<file path="config.mk">
export PLATFORM = sky130hd
export DESIGN_NAME = ex_stage
export DESIGN_NICKNAME = d
export VERILOG_FILES = /design/src/rtl/rv_isa_pkg.sv /design/src/rtl/ex_bus_pkg.sv /design/src/rtl/ex_ctrl_reg.sv /design/src/rtl/ex_alu.sv /design/src/rtl/ex_commit.sv /design/src/rtl/ex_stage.sv
export SDC_FILE = /design/constraint.sdc
export NUM_CORES = 1
export LEC_CHECK = 0
export BUFFER_PORTS_ARGS = -buffer_cell sky130_fd_sc_hd__buf_2
export CORE_MARGIN = 2
export CORE_UTILIZATION = 40
export DETAILED_ROUTE_END_ITERATION = 8
export SLEW_MARGIN = 0
export SYNTH_ARGS = -nofsm -noshare
export SYNTH_HDL_FRONTEND = slang
export SYNTH_SLANG_ARGS = --single-unit
</file>
<file path="constraint.sdc">
create_clock -name clk_i -period 11.3 [get_ports clk_i]
set_input_delay 1.13 -clock clk_i [delete_from_list [all_inputs] [get_ports clk_i]]
set_output_delay 1.13 -clock clk_i [all_outputs]
set_load 0.05 [all_outputs]
</file>
<file path="src/rtl/rv_isa_pkg.sv">
`default_nettype none

package rv_isa_pkg;

    //--------------------------------------------------------------------------
    // widths
    //--------------------------------------------------------------------------
    localparam int XLEN       = 32;
    localparam int REG_ADDR_W = 5;

    //--------------------------------------------------------------------------
    // encodings
    //--------------------------------------------------------------------------
    typedef enum logic [3:0] {
        ALU_ADD  = 4'd0,
        ALU_SUB  = 4'd1,
        ALU_AND  = 4'd2,
        ALU_OR   = 4'd3,
        ALU_XOR  = 4'd4,
        ALU_SLL  = 4'd5,
        ALU_SRL  = 4'd6,
        ALU_SRA  = 4'd7,
        ALU_SLT  = 4'd8,
        ALU_SLTU = 4'd9
    } alu_op_t;

    // branch compare, same values as the branch funct3
    typedef enum logic [2:0] {
        CMP_BEQ  = 3'b000,
        CMP_BNE  = 3'b001,
        CMP_BLT  = 3'b100,
        CMP_BGE  = 3'b101,
        CMP_BLTU = 3'b110,
        CMP_BGEU = 3'b111
    } cmp_op_t;

    // load/store funct3, bits 1:0 give the access size
    typedef enum logic [2:0] {
        LSU_BYTE  = 3'b000,
        LSU_HALF  = 3'b001,
        LSU_WORD  = 3'b010,
        LSU_BYTEU = 3'b100,
        LSU_HALFU = 3'b101
    } lsu_size_t;

    // destination of a result
    typedef enum logic [1:0] {
        ZONE_NONE    = 2'd0,
        ZONE_REGFILE = 2'd1,
        ZONE_LOADQ   = 2'd2,
        ZONE_STOREQ  = 2'd3
    } zone_t;

    typedef enum logic [2:0] {
        EXCP_NONE  = 3'd0,
        EXCP_UERR  = 3'd1,
        EXCP_ECALL = 3'd2,
        EXCP_MAIF  = 3'd3,
        EXCP_MALA  = 3'd4,
        EXCP_MASA  = 3'd5
    } excp_cause_t;

endpackage

`default_nettype wire

</file>
<file path="src/rtl/ex_bus_pkg.sv">
`default_nettype none

package ex_bus_pkg;

    //--------------------------------------------------------------------------
    // decoder to execute stage
    //--------------------------------------------------------------------------
    typedef struct packed {
        logic                              valid;
        logic [rv_isa_pkg::XLEN-1:0]       pc;
        logic [1:0]                        ins_size;
        rv_isa_pkg::alu_op_t               alu_op;
        logic [rv_isa_pkg::XLEN-1:0]       operand_left;
        logic [rv_isa_pkg::XLEN-1:0]       operand_right;
        rv_isa_pkg::cmp_op_t               cmp_op;
        logic [rv_isa_pkg::XLEN-1:0]       cmp_left;
        logic [rv_isa_pkg::XLEN-1:0]       cmp_right;
        logic                              cond;
        logic                              jump;
        logic                              link;
        rv_isa_pkg::zone_t                 zone;
        logic [rv_isa_pkg::REG_ADDR_W-1:0] regd_addr;
        logic [rv_isa_pkg::XLEN-1:0]       regs2_data;
        rv_isa_pkg::lsu_size_t             funct3;
        logic                              uerr;
        logic                              ecall;
    } ids_req_t;

    //--------------------------------------------------------------------------
    // internal stage register contents
    //--------------------------------------------------------------------------
    typedef struct packed {
        logic                              valid;
        logic [rv_isa_pkg::XLEN-1:0]       pc;
        logic [rv_isa_pkg::XLEN-1:0]       pc_inc;
        logic                              cond;
        logic                              jump;
        logic                              link;
        logic                              lq_wr;
        logic                              sq_wr;
        logic                              regd_wr;
        logic [rv_isa_pkg::REG_ADDR_W-1:0] regd_addr;
        logic [rv_isa_pkg::XLEN-1:0]       regs2_data;
        rv_isa_pkg::lsu_size_t             funct3;
        logic                              uerr;
        logic                              ecall;
    } ctrl_t;

    typedef struct packed {
        logic [rv_isa_pkg::XLEN-1:0] data;
        logic                        cmp;
    } alu_res_t;

    //--------------------------------------------------------------------------
    // stage outputs
    //--------------------------------------------------------------------------
    typedef struct packed {
        logic                              wr;
        logic                              cncl_load;
        logic [rv_isa_pkg::REG_ADDR_W-1:0] addr;
        logic [rv_isa_pkg::XLEN-1:0]       data;
    } wb_t;

    typedef struct packed {
        logic                              lq_wr;
        logic                              sq_wr;
        rv_isa_pkg::lsu_size_t             funct3;
        logic [rv_isa_pkg::REG_ADDR_W-1:0] regd_addr;
        logic [rv_isa_pkg::XLEN-1:0]       data;
        logic [rv_isa_pkg::XLEN-1:0]       addr;
    } lsq_req_t;

    typedef struct packed {
        logic                        valid;
        logic [rv_isa_pkg::XLEN-1:0] addr;
    } jump_t;

    typedef struct packed {
        logic                        valid;
        rv_isa_pkg::excp_cause_t     cause;
        logic [rv_isa_pkg::XLEN-1:0] pc;
    } excp_t;

endpackage

`default_nettype wire

</file>
<file path="src/rtl/ex_ctrl_reg.sv">
`timescale 1ns/1ns
`default_nettype none

module ex_ctrl_reg (
    input  logic                 clk_i,
    input  logic                 resetb_i,
    input  logic                 stage_en_i,
    input  ex_bus_pkg::ids_req_t ids_req_i,
    output ex_bus_pkg::ctrl_t    ctrl_o
);

    logic                        lq_wr_d;
    logic                        sq_wr_d;
    logic                        regd_wr_d;
    logic [rv_isa_pkg::XLEN-1:0] size_bytes;

    // zone to one-hot destination strobes
    always_comb begin
        lq_wr_d   = 1'b0;
        sq_wr_d   = 1'b0;
        regd_wr_d = 1'b0;
        case (ids_req_i.zone)
            rv_isa_pkg::ZONE_LOADQ   : lq_wr_d   = 1'b1;
            rv_isa_pkg::ZONE_STOREQ  : sq_wr_d   = 1'b1;
            rv_isa_pkg::ZONE_REGFILE : regd_wr_d = 1'b1;
            default : begin
            end
        endcase
    end

    // ins_size counts halfwords
    assign size_bytes = {{(rv_isa_pkg::XLEN-3){1'b0}}, ids_req_i.ins_size, 1'b0};

    always_ff @(posedge clk_i or negedge resetb_i) begin
        if (!resetb_i) begin
            ctrl_o.valid <= 1'b0;
        end else if (stage_en_i) begin
            ctrl_o.valid      <= ids_req_i.valid;
            ctrl_o.pc         <= ids_req_i.pc;
            ctrl_o.pc_inc     <= ids_req_i.pc + size_bytes;
            ctrl_o.cond       <= ids_req_i.cond;
            ctrl_o.jump       <= ids_req_i.jump;
            ctrl_o.link       <= ids_req_i.link;
            ctrl_o.lq_wr      <= lq_wr_d;
            ctrl_o.sq_wr      <= sq_wr_d;
            ctrl_o.regd_wr    <= regd_wr_d;
            ctrl_o.regd_addr  <= ids_req_i.regd_addr;
            ctrl_o.regs2_data <= ids_req_i.regs2_data;
            ctrl_o.funct3     <= ids_req_i.funct3;
            ctrl_o.uerr       <= ids_req_i.uerr;
            ctrl_o.ecall      <= ids_req_i.ecall;
        end
    end

    // a held instruction never targets two destinations
    a_zone_onehot : assert property (
        @(posedge clk_i) disable iff (!resetb_i)
        ctrl_o.valid |-> $onehot0({ctrl_o.lq_wr, ctrl_o.sq_wr, ctrl_o.regd_wr})
    );

endmodule

`default_nettype wire

</file>
<file path="src/rtl/ex_alu.sv">
`timescale 1ns/1ns
`default_nettype none

module ex_alu (
    input  logic                 clk_i,
    input  logic                 resetb_i,
    input  logic                 stage_en_i,
    input  ex_bus_pkg::ids_req_t ids_req_i,
    output ex_bus_pkg::alu_res_t alu_o
);

    logic [rv_isa_pkg::XLEN-1:0] op_left;
    logic [rv_isa_pkg::XLEN-1:0] op_right;
    logic [4:0]                  shamt;
    logic [rv_isa_pkg::XLEN-1:0] alu_data;
    logic [rv_isa_pkg::XLEN-1:0] cmp_left;
    logic [rv_isa_pkg::XLEN-1:0] cmp_right;
    logic                        cmp_res;

    assign op_left   = ids_req_i.operand_left;
    assign op_right  = ids_req_i.operand_right;
    assign shamt     = op_right[4:0];
    assign cmp_left  = ids_req_i.cmp_left;
    assign cmp_right = ids_req_i.cmp_right;

    //--------------------------------------------------------------------------
    // arithmetic and logic
    //--------------------------------------------------------------------------
    always_comb begin
        alu_data = '0;
        case (ids_req_i.alu_op)
            rv_isa_pkg::ALU_ADD  : alu_data = op_left + op_right;
            rv_isa_pkg::ALU_SUB  : alu_data = op_left - op_right;
            rv_isa_pkg::ALU_AND  : alu_data = op_left & op_right;
            rv_isa_pkg::ALU_OR   : alu_data = op_left | op_right;
            rv_isa_pkg::ALU_XOR  : alu_data = op_left ^ op_right;
            rv_isa_pkg::ALU_SLL  : alu_data = op_left << shamt;
            rv_isa_pkg::ALU_SRL  : alu_data = op_left >> shamt;
            rv_isa_pkg::ALU_SRA  : alu_data = $signed(op_left) >>> shamt;
            rv_isa_pkg::ALU_SLT  : alu_data[0] = $signed(op_left) < $signed(op_right);
            rv_isa_pkg::ALU_SLTU : alu_data[0] = op_left < op_right;
            default : alu_data = '0;
        endcase
    end

    //--------------------------------------------------------------------------
    // branch compare
    //--------------------------------------------------------------------------
    always_comb begin
        case (ids_req_i.cmp_op)
            rv_isa_pkg::CMP_BEQ  : cmp_res = cmp_left == cmp_right;
            rv_isa_pkg::CMP_BNE  : cmp_res = cmp_left != cmp_right;
            rv_isa_pkg::CMP_BLT  : cmp_res = $signed(cmp_left) < $signed(cmp_right);
            rv_isa_pkg::CMP_BGE  : cmp_res = $signed(cmp_left) >= $signed(cmp_right);
            rv_isa_pkg::CMP_BLTU : cmp_res = cmp_left < cmp_right;
            rv_isa_pkg::CMP_BGEU : cmp_res = cmp_left >= cmp_right;
            default : cmp_res = 1'b0;
        endcase
    end

    // result register, loads together with the control register
    always_ff @(posedge clk_i) begin
        if (stage_en_i) begin
            alu_o.data <= alu_data;
            alu_o.cmp  <= cmp_res;
        end
    end

    // decoder must only hand over known operations
    a_alu_op_defined : assert property (
        @(posedge clk_i) disable iff (!resetb_i)
        (stage_en_i && ids_req_i.valid) |-> (ids_req_i.alu_op inside {
            rv_isa_pkg::ALU_ADD, rv_isa_pkg::ALU_SUB, rv_isa_pkg::ALU_AND,
            rv_isa_pkg::ALU_OR, rv_isa_pkg::ALU_XOR, rv_isa_pkg::ALU_SLL,
            rv_isa_pkg::ALU_SRL, rv_isa_pkg::ALU_SRA, rv_isa_pkg::ALU_SLT,
            rv_isa_pkg::ALU_SLTU})
    );

endmodule

`default_nettype wire

</file>
<file path="src/rtl/ex_commit.sv">
`timescale 1ns/1ns
`default_nettype none

module ex_commit (
    input  ex_bus_pkg::ctrl_t    ctrl_i,
    input  ex_bus_pkg::alu_res_t alu_i,
    input  logic                 lsq_full_i,
    output logic                 stage_en_o,
    output ex_bus_pkg::wb_t      wb_o,
    output ex_bus_pkg::lsq_req_t lsq_o,
    output ex_bus_pkg::jump_t    jump_o,
    output ex_bus_pkg::excp_t    excp_o
);

    logic                    taken;
    logic                    misaligned;
    logic                    commit;
    logic                    stall;
    rv_isa_pkg::excp_cause_t cause;

    //--------------------------------------------------------------------------
    // exception detection
    //--------------------------------------------------------------------------
    assign taken = alu_i.cmp | ~ctrl_i.cond;

    // alu data is the effective address for loads and stores
    always_comb begin
        misaligned = 1'b0;
        if (ctrl_i.funct3 inside {rv_isa_pkg::LSU_HALF, rv_isa_pkg::LSU_HALFU}) begin
            misaligned = alu_i.data[0];
        end else if (ctrl_i.funct3 == rv_isa_pkg::LSU_WORD) begin
            misaligned = |alu_i.data[1:0];
        end
    end

    // fixed priority, first match wins
    always_comb begin
        if (ctrl_i.uerr) begin
            cause = rv_isa_pkg::EXCP_UERR;
        end else if (ctrl_i.ecall) begin
            cause = rv_isa_pkg::EXCP_ECALL;
        end else if (ctrl_i.jump && taken && |alu_i.data[1:0]) begin
            cause = rv_isa_pkg::EXCP_MAIF;
        end else if (ctrl_i.lq_wr && misaligned) begin
            cause = rv_isa_pkg::EXCP_MALA;
        end else if (ctrl_i.sq_wr && misaligned) begin
            cause = rv_isa_pkg::EXCP_MASA;
        end else begin
            cause = rv_isa_pkg::EXCP_NONE;
        end
    end

    //--------------------------------------------------------------------------
    // commit and stall
    //--------------------------------------------------------------------------
    assign commit = ctrl_i.valid & taken & (cause == rv_isa_pkg::EXCP_NONE);

    // queue write with no room, hold everything
    assign stall      = commit & lsq_full_i & (ctrl_i.lq_wr | ctrl_i.sq_wr);
    assign stage_en_o = ~stall;

    //--------------------------------------------------------------------------
    // outputs
    //--------------------------------------------------------------------------
    assign wb_o.wr        = stage_en_o & commit & ctrl_i.regd_wr;
    assign wb_o.cncl_load = stage_en_o & ctrl_i.valid & ~commit & ctrl_i.lq_wr;
    assign wb_o.addr      = ctrl_i.regd_addr;
    assign wb_o.data      = ctrl_i.link ? ctrl_i.pc_inc : alu_i.data;

    assign lsq_o.lq_wr     = stage_en_o & commit & ctrl_i.lq_wr;
    assign lsq_o.sq_wr     = stage_en_o & commit & ctrl_i.sq_wr;
    assign lsq_o.funct3    = ctrl_i.funct3;
    assign lsq_o.regd_addr = ctrl_i.regd_addr;
    assign lsq_o.data      = ctrl_i.regs2_data;
    assign lsq_o.addr      = alu_i.data;

    assign jump_o.valid = stage_en_o & commit & ctrl_i.jump;
    assign jump_o.addr  = alu_i.data;

    assign excp_o.valid = stage_en_o & ctrl_i.valid & (cause != rv_isa_pkg::EXCP_NONE);
    assign excp_o.cause = cause;
    assign excp_o.pc    = ctrl_i.pc;

    // output consistency
    always_comb begin
        a_jump_excp : assert (!(jump_o.valid && excp_o.valid));
        a_lq_sq : assert (!(lsq_o.lq_wr && lsq_o.sq_wr));
        a_no_strobe_stalled : assert (stage_en_o || !(wb_o.wr || wb_o.cncl_load ||
            lsq_o.lq_wr || lsq_o.sq_wr || jump_o.valid || excp_o.valid));
    end

endmodule

`default_nettype wire

</file>
<file path="src/rtl/ex_stage.sv">
`timescale 1ns/1ns
`default_nettype none

module ex_stage (
    input  logic                 clk_i,
    input  logic                 resetb_i,
    input  ex_bus_pkg::ids_req_t ids_req_i,
    output logic                 ids_stall_o,
    input  logic                 lsq_full_i,
    output ex_bus_pkg::wb_t      wb_o,
    output ex_bus_pkg::lsq_req_t lsq_o,
    output ex_bus_pkg::jump_t    jump_o,
    output ex_bus_pkg::excp_t    excp_o
);

    ex_bus_pkg::ctrl_t    ctrl;
    ex_bus_pkg::alu_res_t alu_res;
    logic                 stage_en;

    assign ids_stall_o = ~stage_en;

    ex_ctrl_reg u_ex_ctrl_reg (
        .clk_i      (clk_i),
        .resetb_i   (resetb_i),
        .stage_en_i (stage_en),
        .ids_req_i  (ids_req_i),
        .ctrl_o     (ctrl)
    );

    ex_alu u_ex_alu (
        .clk_i      (clk_i),
        .resetb_i   (resetb_i),
        .stage_en_i (stage_en),
        .ids_req_i  (ids_req_i),
        .alu_o      (alu_res)
    );

    ex_commit u_ex_commit (
        .ctrl_i     (ctrl),
        .alu_i      (alu_res),
        .lsq_full_i (lsq_full_i),
        .stage_en_o (stage_en),
        .wb_o       (wb_o),
        .lsq_o      (lsq_o),
        .jump_o     (jump_o),
        .excp_o     (excp_o)
    );

endmodule

`default_nettype wire

</file>
==> out/summary.txt, run 1 <==
Status: finished, final reports clean
Antenna-violating nets left: 0
Req. time, crit path: 11.47 ns
Worst-path cell chain: buf_2 > buf_4 > inv_1 > ha_1 > nor2_1 > o311ai_0 > a31o_1 > a221o_1 > a21oi_1 > o41ai_1 > a211o_1 > nand3_1
Final net count: 2358
DRC Markers: 0
CTS Buf Count: 17
Post-CTS setup buffer count: 0
Largest net degree at the start of global routing: 77
Die area: 41900 um2
Post-Route WL: 62600 um
Clk_lat worst skew: 0.43 ns
Hold-fix buffers at CTS: 0
Max Clk Rate: 208 MHz
Crit path buf inv count: 3
Critical Path Fanout Max: 71
Clock Sinks: 145
Yosys synthesis warning count: 0
Async S/R FF share, synth: 0.690%
Total core area: 39700 um2
Hold Crit Class: in -> async
WHS: 0.479 ns
DRT Pass-1 Iters: 6
LEAKAGE: 8.10 nW
Filler cell count: 3940
CTS tree: done
Placement Rows: 73
Synthesized area per cell: 8.97 um2
Capturing element type of the critical path: register
Synthesized instance count: 1797
H-Tree Level Count: 4
Peak supply drop: 0.101 mV
Power per cell area: 115 nW/um2
Number of port buffers: 402
Post-synthesis register bit count: 145
Netlist cell types: 82
Post-DP HPWL: 49500 um
Arrival time at the worst endpoint: 4.97 ns
Slew margin rel.: 32.6%
Seq/Total Area, Yosys: 27.0%
First-pass GRT wire length: 90900 um
Synth Flop Type: edfxtp_1
Wire per inst: 24.7 um
Crit path max-delay family: compound AO/OA/AOI/OAI gates
EDFF count, synth: 144
Vias: 15120
Final hold viol count: 0
Starting Density: 40.6%
Vias in the first global route: 14378
Final Setup Violations: 0
Post-layout minimum cycle time: 4.80 ns
Slowest CP cell: o311ai_0
Crit path launch type: primary input
Period Utilization, post-route: 42.5%
DRT iter0 DRCs: 1370
GRT Total Usage: 29.1%
Post-Syn Nets: 2158
Dpl cells: 2503
Die Width: 205 um
Clock transition at path regs: 0.06 ns
Slew Viols, Final: 0
Placer Congestion: 1.02
Post-cts sizing count: 0
Final setup skew: 0.0122 ns
Die H: 205 um
CP Class: in -> reg
Setup TNS: 0 ns
Non-filler cells, final: 2535
Layout cells sized above 1: 28.7%
RSZ-0062 raised after global routing: false
Root buf cell: clkbuf_16
Avg Vias per Cell: 5.96
Mapped Area: 16100 um2
GRT overflow: 0
Worst Tran Pin Value: 1.01 ns
Initial antenna violation count: 4
Max incr delay on CP: 0.78 ns
Max Buffers Root-to-Sink: 2
Max cap viols: 0
Area Growth Syn to Fin: 11.8%
Ports: 403
-- state kept, by name, summed over array words and instances (netlist names) --
register	count
u_ex_ctrl_reg.ctrl_o	112
u_ex_alu.alu_o	33
-- synth_stat cells, types with 39 or more instances --
cell      number  area [um2]
nor2_1       127         477
mux2_2        47         529
mux4_2        49        1100
ha_1         138        1730
nand3_1       41         205
o21ai_0       86         430
clkbuf_1      59         221
inv_1        136         510
nand2_1      136         510
mux2i_1       39         390
a21oi_1      112         561
buf_4        146        1100
edfxtp_1     144        4320
-- power by group --
group	internal, mW	switching (mW)	total [mW]
sequential	0.643	0.0329	0.676
combinational	0.259	0.609	0.869
clock	0.301	0.229	0.530
total	1.20	0.871	2.08
-- final timing paths --
path                                                    endpoint                                  start  cells past startpoint  slack (ns)
setup / recovery                    u_ex_alu.alu_o[20]$_DFFE_PN_                         ids_req_i[115]                     12        6.50
hold / removal             u_ex_ctrl_reg.ctrl_o[112]$_DFFE_PN0N_                               resetb_i                      1        0.48
setup reg to reg              u_ex_ctrl_reg.ctrl_o[66]$_DFFE_PP_            u_ex_alu.alu_o[1]$_DFFE_PN_                      8        7.61
hold reg to reg            u_ex_ctrl_reg.ctrl_o[112]$_DFFE_PN0N_  u_ex_ctrl_reg.ctrl_o[112]$_DFFE_PN0N_                      3        1.02
max in group asynchronous  u_ex_ctrl_reg.ctrl_o[112]$_DFFE_PN0N_                               resetb_i                      1       10.73
min in group clk_i            u_ex_ctrl_reg.ctrl_o[37]$_DFFE_PP_                          ids_req_i[37]                      1        0.88
-- stage by stage --
step / utilization, % / cell area (um2) / setup WS, ns / power, mW
after detailed placement: 44.0 / 17500 / 6.23 / 1.55
after floorplan: - / 16100 / 4.31 / 1.34
after CTS: 45.4 / 18000 / 6.66 / 2.08
after global routing: 45.4 / 18000 / 6.30 / 2.16
final: 45.4 / 18000 / 6.50 / 2.08
after global placement: 44.0 / 17500 / 6.31 / 1.54
-- layout make-up --
class | count | area (um2) | area share, %
timing repair buffer | 424 | 2180 | 12.1
antenna | 1 | 2.50 | 0.0139
tap | 525 | 657 | 3.64
clock buffer | 18 | 429 | 2.38
clock inverter | 13 | 113 | 0.624
inverter | 137 | 514 | 2.85
multi-input combinational | 1272 | 9790 | 54.3
sequential | 145 | 4350 | 24.1
-- metal layers --
metal	up-vias	part of all wire (%)	routed length, um	global-route usage [%]
met5	-	0.050	31	0
met4	4	2.8	1740	8.83
met3	95	7.2	4520	3.20
met2	721	48	30000	49.3
met1	7414	42	26300	39.0
li1	6886	-	-	-
-- placed cells by master (no fill, tap or decap), drive strengths merged, types with 32 or more instances in the layout --
| cell | n |
|---|---|
| a21oi | 112 |
| nand2 | 136 |
| a211oi | 33 |
| mux4 | 49 |
| nor2 | 127 |
| nand3 | 41 |
| mux2 | 48 |
| xnor2 | 35 |
| o21ai | 93 |
| edfxtp | 144 |
| mux2i | 39 |
| inv | 140 |
| buf | 424 |
| ha | 138 |
| nor3 | 32 |
-- cells by family (layout without fill, tap and decap cells) --
kind of cell	count (synthesis)	after routing	share of synthesized area (%)
multiplexers	136	136	12.6
XOR/XNOR	48	48	2.61
AO/OA/AOI/OAI	478	478	20.3
other	0	1	0
adder cells (fa/ha/maj)	141	141	11.1
buffers and inverters	380	592	12.6
AND/OR/NAND/NOR	469	469	13.8
flip-flops	145	145	27.0
Power figures use the tool's default switching activity.
==> run 2: changes to the inputs <==
--- a/config.mk
+++ b/config.mk
@@ -9,6 +9,7 @@
 export CORE_MARGIN = 2
 export CORE_UTILIZATION = 40
 export DETAILED_ROUTE_END_ITERATION = 8
+export PLACE_DENSITY = 0.65
 export SLEW_MARGIN = 0
 export SYNTH_ARGS = -nofsm -noshare
 export SYNTH_HDL_FRONTEND = slang
==> constraint.sdc (replaced) <==
create_clock -name clk_i -period 4 [get_ports clk_i]
set_input_delay 0.4 -clock clk_i [delete_from_list [all_inputs] [get_ports clk_i]]
set_output_delay 0.4 -clock clk_i [all_outputs]
set_load 0.05 [all_outputs]
==> out/summary.txt, run 2 (same netlist as run 1, synthesis figures left out) <==
Crit path top cell by count: o21ai_0
Most common cell after layout, fill and taps aside: buf_2
Period Utilization, post-route: 85.4%
CTS tree: done
Hold Crit Depth: 1
Req. time, crit path: 4.04 ns (-7.43 ns)
Max Clk Rate: 293 MHz
Arrival time at the worst endpoint: 3.45 ns (-1.52 ns)
Final net count: 2412 (+2.3%)
Vias in the first global route: 14746 (+2.6%)
Critical Path Fanout Max: 82 (+15%)
Starting Density: 40.6% (unchanged)
RSZ-0062 raised after global routing: false
Setup slack, reg-to-reg: 0.58 ns (-7.03 ns)
Crit path launch type: register
Hold-fix buffers at CTS: 1 (+1)
Max Buffers Root-to-Sink: 2 (unchanged)
Number of port buffers: 402 (unchanged)
Max cap viols: 0 (unchanged)
Reg2reg path depth: 8 (unchanged)
Placer Congestion: 1.04 (+2.3%)
Post-CTS setup buffer count: 0 (unchanged)
Capturing element type of the critical path: register
Peak supply drop: 0.282 mV (+180%)
Clock transition at path regs: 0.06 ns (about the same)
Wire per inst: 25.0 um (+1.2%)
First-pass GRT wire length: 94200 um (+3.5%)
Clock Sinks: 145 (unchanged)
Hold Crit Class: in -> reg
Final setup skew: 0.0156 ns (+0.00337 ns)
Slowest CP cell: buf_4
Die H: 205 um (unchanged)
Post-layout minimum cycle time: 3.42 ns
GRT overflow: 0 (unchanged)
Crit path max-delay family: simple AND/OR/NAND/NOR gates
GRT Total Usage: 30.1% (+1.0 points)
Status: finished, final reports clean
Post-cts sizing count: 0 (unchanged)
CTS Buf Count: 17 (unchanged)
Hold path start: ids_req_i[23]
H-Tree Level Count: 4 (unchanged)
Most frequent cells in the layout: buf_2, edfxtp_1, ha_1
Reg with most FFs: u_ex_ctrl_reg.ctrl_o
Placement Rows: 73 (unchanged)
R2R Path End: u_ex_ctrl_reg.ctrl_o[99]$_DFFE_PP_
Layout cells sized above 1: 30.5% (+1.8 points)
Final Setup Violations: 0 (unchanged)
Crit path buf inv count: 1 (-2)
Antenna-violating nets left: 0 (unchanged)
Total core area: 39700 um2 (unchanged)
Setup TNS: 0 ns (unchanged)
Clk_lat worst skew: 0.43 ns (about the same)
LEAKAGE: 8.35 nW (+3.1%)
Final hold viol count: 0 (unchanged)
Largest register FFs: 112 (unchanged)
Worst-path cell chain: o21ai_0 > nand2_1 > o21ai_0 > and3b_1 > nand3_1 > nor2_1 > nor2b_4 > buf_4
Slew margin rel.: 29.9% (-2.7 points)
Ports: 403 (unchanged)
Power per cell area: 321 nW/um2 (+180%)
Initial antenna violation count: 1 (-3)
Largest net degree at the start of global routing: 86 (+12%)
Root buf cell: clkbuf_16
Worst Tran Pin Value: 1.05 ns (+0.0440 ns)
Die Width: 205 um (unchanged)
Launch point of the worst reg-to-reg path: u_ex_alu.alu_o[1]$_DFFE_PN_
Slew Viols, Final: 0 (unchanged)
DRC Markers: 0 (unchanged)
Avg Vias per Cell: 5.97 (about the same)
Worst hold endpoint: u_ex_ctrl_reg.ctrl_o[23]$_DFFE_PP_
Biggest regs: u_ex_ctrl_reg.ctrl_o x112, u_ex_alu.alu_o x33
Post-Route WL: 64700 um (+3.4%)
Vias: 15453 (+2.2%)
Post-DP HPWL: 51600 um (+4.3%)
Area Growth Syn to Fin: 14.4%
CP Class: reg -> reg
DRT iter0 DRCs: 1689 (+23%)
Max incr delay on CP: 0.89 ns (+0.11 ns)
DRT Pass-1 Iters: 6 (unchanged)
Power after layout: 5.93 mW (+190%)
Die area: 41900 um2 (unchanged)
-- run 2: worst max path at each step --
stage                                      startpoint                                  end  slack (ns)  depth (start not counted)
detailed placement                     ids_req_i[147]         u_ex_alu.alu_o[20]$_DFFE_PN_        0.40                         13
global route        u_ex_ctrl_reg.ctrl_o[2]$_DFFE_PP_   u_ex_ctrl_reg.ctrl_o[73]$_DFFE_PP_        0.32                          9
CTS                       u_ex_alu.alu_o[1]$_DFFE_PN_  u_ex_ctrl_reg.ctrl_o[109]$_DFFE_PP_        0.56                          8
global placement                       ids_req_i[147]         u_ex_alu.alu_o[20]$_DFFE_PN_        0.39                         13
finish                    u_ex_alu.alu_o[1]$_DFFE_PN_   u_ex_ctrl_reg.ctrl_o[99]$_DFFE_PP_        0.58                          8
floorplan                              ids_req_i[116]         u_ex_alu.alu_o[19]$_DFFE_PN_        0.31                         14
-- run 2: layout make-up --
class,instances,area (um2)
fillers,3867,21300
repair buffers,478,2610
well taps,525,657
diodes,1,2.50
clock inverters,15,126
clock buffers,17,425
multi-input cells,1272,9760
inverters,137,514
flip-flops and latches,145,4350
-- run 2: power breakdown --
group / internal, mW / leakage [nW] / switching [mW]
registers: 1.82 / 1.48 / 0.0893
logic: 0.775 / 6.61 / 1.75
clock network: 0.812 / 0.264 / 0.685
total: 3.40 / 8.35 / 2.53
-- run 2: metrics by stage --
| step | setup WS, ns | instance area (um2) | instances | utilization, % | hold WS (ns) |
|---|---|---|---|---|---|
| floorplan | 0.307 | 16100 | 1797 | - | 0.104 |
| global placement | 0.390 | 17900 | 2556 | 45.0 | 0.184 |
| detailed placement | 0.400 | 17900 | 2556 | 45.0 | 0.183 |
| CTS | 0.560 | 18400 | 2589 | 46.4 | 0.125 |
| global route | 0.321 | 18500 | 2590 | 46.4 | 0.124 |
| finish | 0.584 | 18500 | 2590 | 46.4 | 0.149 |
-- run 2: layer usage --
layer | GRT usage, % | wire (um) | up-vias | share of wire, %
met4 | 13.0 | 2720 | 0 | 4.2
met2 | 48.4 | 29800 | 860 | 46
met1 | 39.8 | 26700 | 7481 | 41
li1 | - | - | 6991 | -
met3 | 5.19 | 5570 | 121 | 8.6
met5 | 0 | 0 | - | 0
==> run 3: changes to the inputs <==
--- a/config.mk
+++ b/config.mk
@@ -10,6 +10,7 @@
 export CORE_UTILIZATION = 40
 export DETAILED_ROUTE_END_ITERATION = 8
 export PLACE_DENSITY = 0.65
+export REMOVE_ABC_BUFFERS = 1
 export SLEW_MARGIN = 0
 export SYNTH_ARGS = -nofsm -noshare
 export SYNTH_HDL_FRONTEND = slang
==> out/summary.txt, run 3 (same netlist as run 1, synthesis figures left out) <==
Most frequent cells in the layout: buf_2, edfxtp_1, ha_1
Antenna-violating nets left: 0 (unchanged)
Placement Rows: 73 (unchanged)
Final Util: 46.9% (+0.43 points)
Period Utilization, post-route: 79.4% (-6.0 points)
Filler cell count: 3871 (+0.10%)
Final Setup Violations: 0 (unchanged)
H-Tree Level Count: 4 (unchanged)
Arrival time at the worst endpoint: 3.34 ns (-0.11 ns)
Setup TNS: 0 ns (unchanged)
Post-layout minimum cycle time: 3.18 ns (-0.241 ns)
Seq pwr share: 31.8% (-0.3 points)
Reg with most FFs: u_ex_ctrl_reg.ctrl_o
Clock Sinks: 145 (unchanged)
CTS tree: done
Max Clk Rate: 315 MHz (+7.6%)
Largest net degree at the start of global routing: 59 (-31%)
Post-Route WL: 67300 um (+3.9%)
Cell Area, Placed: 18100 um2 (+0.98%)
WHS: 0.146 ns (-0.00252 ns)
Internal power: 3.42 mW (+0.47%)
CP Class: in -> reg
DRT iter0 DRCs: 1650 (-2.3%)
Clock power frac: 25.0% (-0.2 points)
DRT Pass-1 Iters: 7 (+1)
Biggest regs: u_ex_ctrl_reg.ctrl_o x112, u_ex_alu.alu_o x33
Area Growth Syn to Fin: 15.5%
Final hold viol count: 0 (unchanged)
Non-filler cells, final: 2610 (+0.77%)
GRT overflow: 0 (unchanged)
Vias in the first global route: 15097 (+2.4%)
Worst Tran Pin Value: 0.911 ns (-0.141 ns)
DRC Markers: 0 (unchanged)
Hold Crit Depth: 1 (unchanged)
Clk_lat worst skew: 0.43 ns (about the same)
Req. time, crit path: 4.17 ns (+0.13 ns)
Max Buffers Root-to-Sink: 2 (unchanged)
Vias: 15746 (+1.9%)
Avg Vias per Cell: 6.03 (+1.1%)
Die H: 205 um (unchanged)
Wire per inst: 25.8 um (+3.1%)
Max cap viols: 0 (unchanged)
GRT Total Usage: 31.1% (+1.0 points)
Crit path launch type: primary input
Final net count: 2432 (+0.83%)
Root buf cell: clkbuf_16
Largest register FFs: 112 (unchanged)
Dpl cells: 2576 (+0.78%)
Placer Congestion: 1.03 (-1.4%)
Number of port buffers: 402 (unchanged)
First-pass GRT wire length: 97600 um (+3.6%)
Initial antenna violation count: 1 (unchanged)
Layout cells sized above 1: 31.1% (+0.67 points)
CTS Buf Count: 17 (unchanged)
Slew margin rel.: 38.8% (+8.9 points)
Starting Density: 40.6% (unchanged)
Switch Pwr: 2.55 mW (+1.1%)
LEAKAGE: 8.47 nW (+1.4%)
Comb pwr share: 43.2% (+0.6 points)
Power per cell area: 321 nW/um2 (-0.20%)
Post-DP HPWL: 53900 um (+4.4%)
Ports: 403 (unchanged)
Die Width: 205 um (unchanged)
Clock transition at path regs: 0.06 ns (about the same)
Hold Crit Class: in -> reg
Capturing element type of the critical path: register
Status: finished, final reports clean
Post-cts sizing count: 0 (unchanged)
Switching Share: 42.8% (+0.15 points)
Final setup skew: 0.0137 ns (-0.00192 ns)
Reg2reg path depth: 9 (+1)
Slew Viols, Final: 0 (unchanged)
Design Area, Final: 18600 um2 (+0.94%)
Peak supply drop: 0.258 mV (-8.5%)
Critical Path Fanout Max: 11 (-87%)
Most common cell after layout, fill and taps aside: buf_2
Die area: 41900 um2 (unchanged)
Total core area: 39700 um2 (unchanged)
RSZ-0062 raised after global routing: false
==> run 3: cell types whose count changed in the layout (fill, tap and decap cells not counted), sizes merged <==
cell | before | now
clkinvlp | 3 | 1
clkinv | 5 | 6
buf | 477 | 497
inv | 144 | 145
==> run 3: power groups by stage <==
stage | logic [mW] | registers, mW | clock network (mW)
6_report | 2.58 | 1.90 | 1.49
5_1_grt | 2.72 | 1.91 | 1.58
4_1_cts | 2.55 | 1.90 | 1.53
3_5_place_dp | 2.54 | 1.93 | 0
3_3_place_gp | 2.54 | 1.93 | 0
2_1_floorplan | 1.12 | 2.40 | 0
==> run 3: layer usage <==
metal | part of all wire [%] | up-vias | wire [um] | global-route usage, %
met2 | 48 | 893 | 32100 | 52.7
li1 | - | 7036 | - | -
met1 | 41 | 7681 | 27300 | 40.2
met5 | 0 | - | 0 | 0
met4 | 3.9 | 0 | 2630 | 12.3
met3 | 7.7 | 136 | 5200 | 4.06
==> run 3: what timing repair did <==
| item | 4_1_cts | 5_1_grt |
|---|---|---|
| hold buffers | 1 | 0 |
| endpoints found under the hold margin | 1 | 0 |
| setup buffers | 0 | 0 |
==> run 3: through the flow <==
| step | setup slack [ns] | power [mW] |
|---|---|---|
| after floorplan | -3.43 | 3.51 |
| after global placement | 0.434 | 4.47 |
| after detailed placement | 0.484 | 4.47 |
| after CTS | 0.926 | 5.98 |
| after global routing | 0.665 | 6.21 |
| final | 0.825 | 5.97 |
==> run 3: final timing paths <==
| check | start | to | slack, ns |
|---|---|---|---|
| worst max-delay path | ids_req_i[147] | u_ex_alu.alu_o[20]$_DFFE_PN_ | 0.82 |
| worst min-delay path | ids_req_i[10] | u_ex_ctrl_reg.ctrl_o[10]$_DFFE_PP_ | 0.15 |
| worst max register to register | u_ex_ctrl_reg.ctrl_o[2]$_DFFE_PP_ | u_ex_ctrl_reg.ctrl_o[16]$_DFFE_PP_ | 1.16 |
| worst min register to register | u_ex_ctrl_reg.ctrl_o[112]$_DFFE_PN0N_ | u_ex_alu.alu_o[1]$_DFFE_PN_ | 0.95 |
| max in group asynchronous | resetb_i | u_ex_ctrl_reg.ctrl_o[112]$_DFFE_PN0N_ | 3.57 |
| min in group asynchronous | resetb_i | u_ex_ctrl_reg.ctrl_o[112]$_DFFE_PN0N_ | 0.33 |
==> run 3: cell type report <==
| class | instances | area [um2] | area share (%) |
|---|---|---|---|
| Clock inverter | 15 | 124 | 0.665 |
| Timing Repair Buffer | 498 | 2790 | 15.0 |
| Multi-Input combinational cell | 1272 | 9760 | 52.4 |
| Antenna cell | 1 | 2.50 | 0.0134 |
| Tap cell | 525 | 657 | 3.53 |
| Inverter | 137 | 514 | 2.76 |
| Sequential cell | 145 | 4350 | 23.4 |
| Clock buffer | 17 | 425 | 2.28 |
==> run 3: worst max-delay path, stage by stage <==
cell and delay (ns):
buf_2 0.24, inv_1 0.10, ha_1 0.35, nor2_1 0.08, o311ai_0 0.48, buf_4 0.22, a31o_1 0.24, a221o_1 0.43
a21oi_1 0.17, o41ai_1 0.38, a211o_1 0.19, nand3_1 0.06
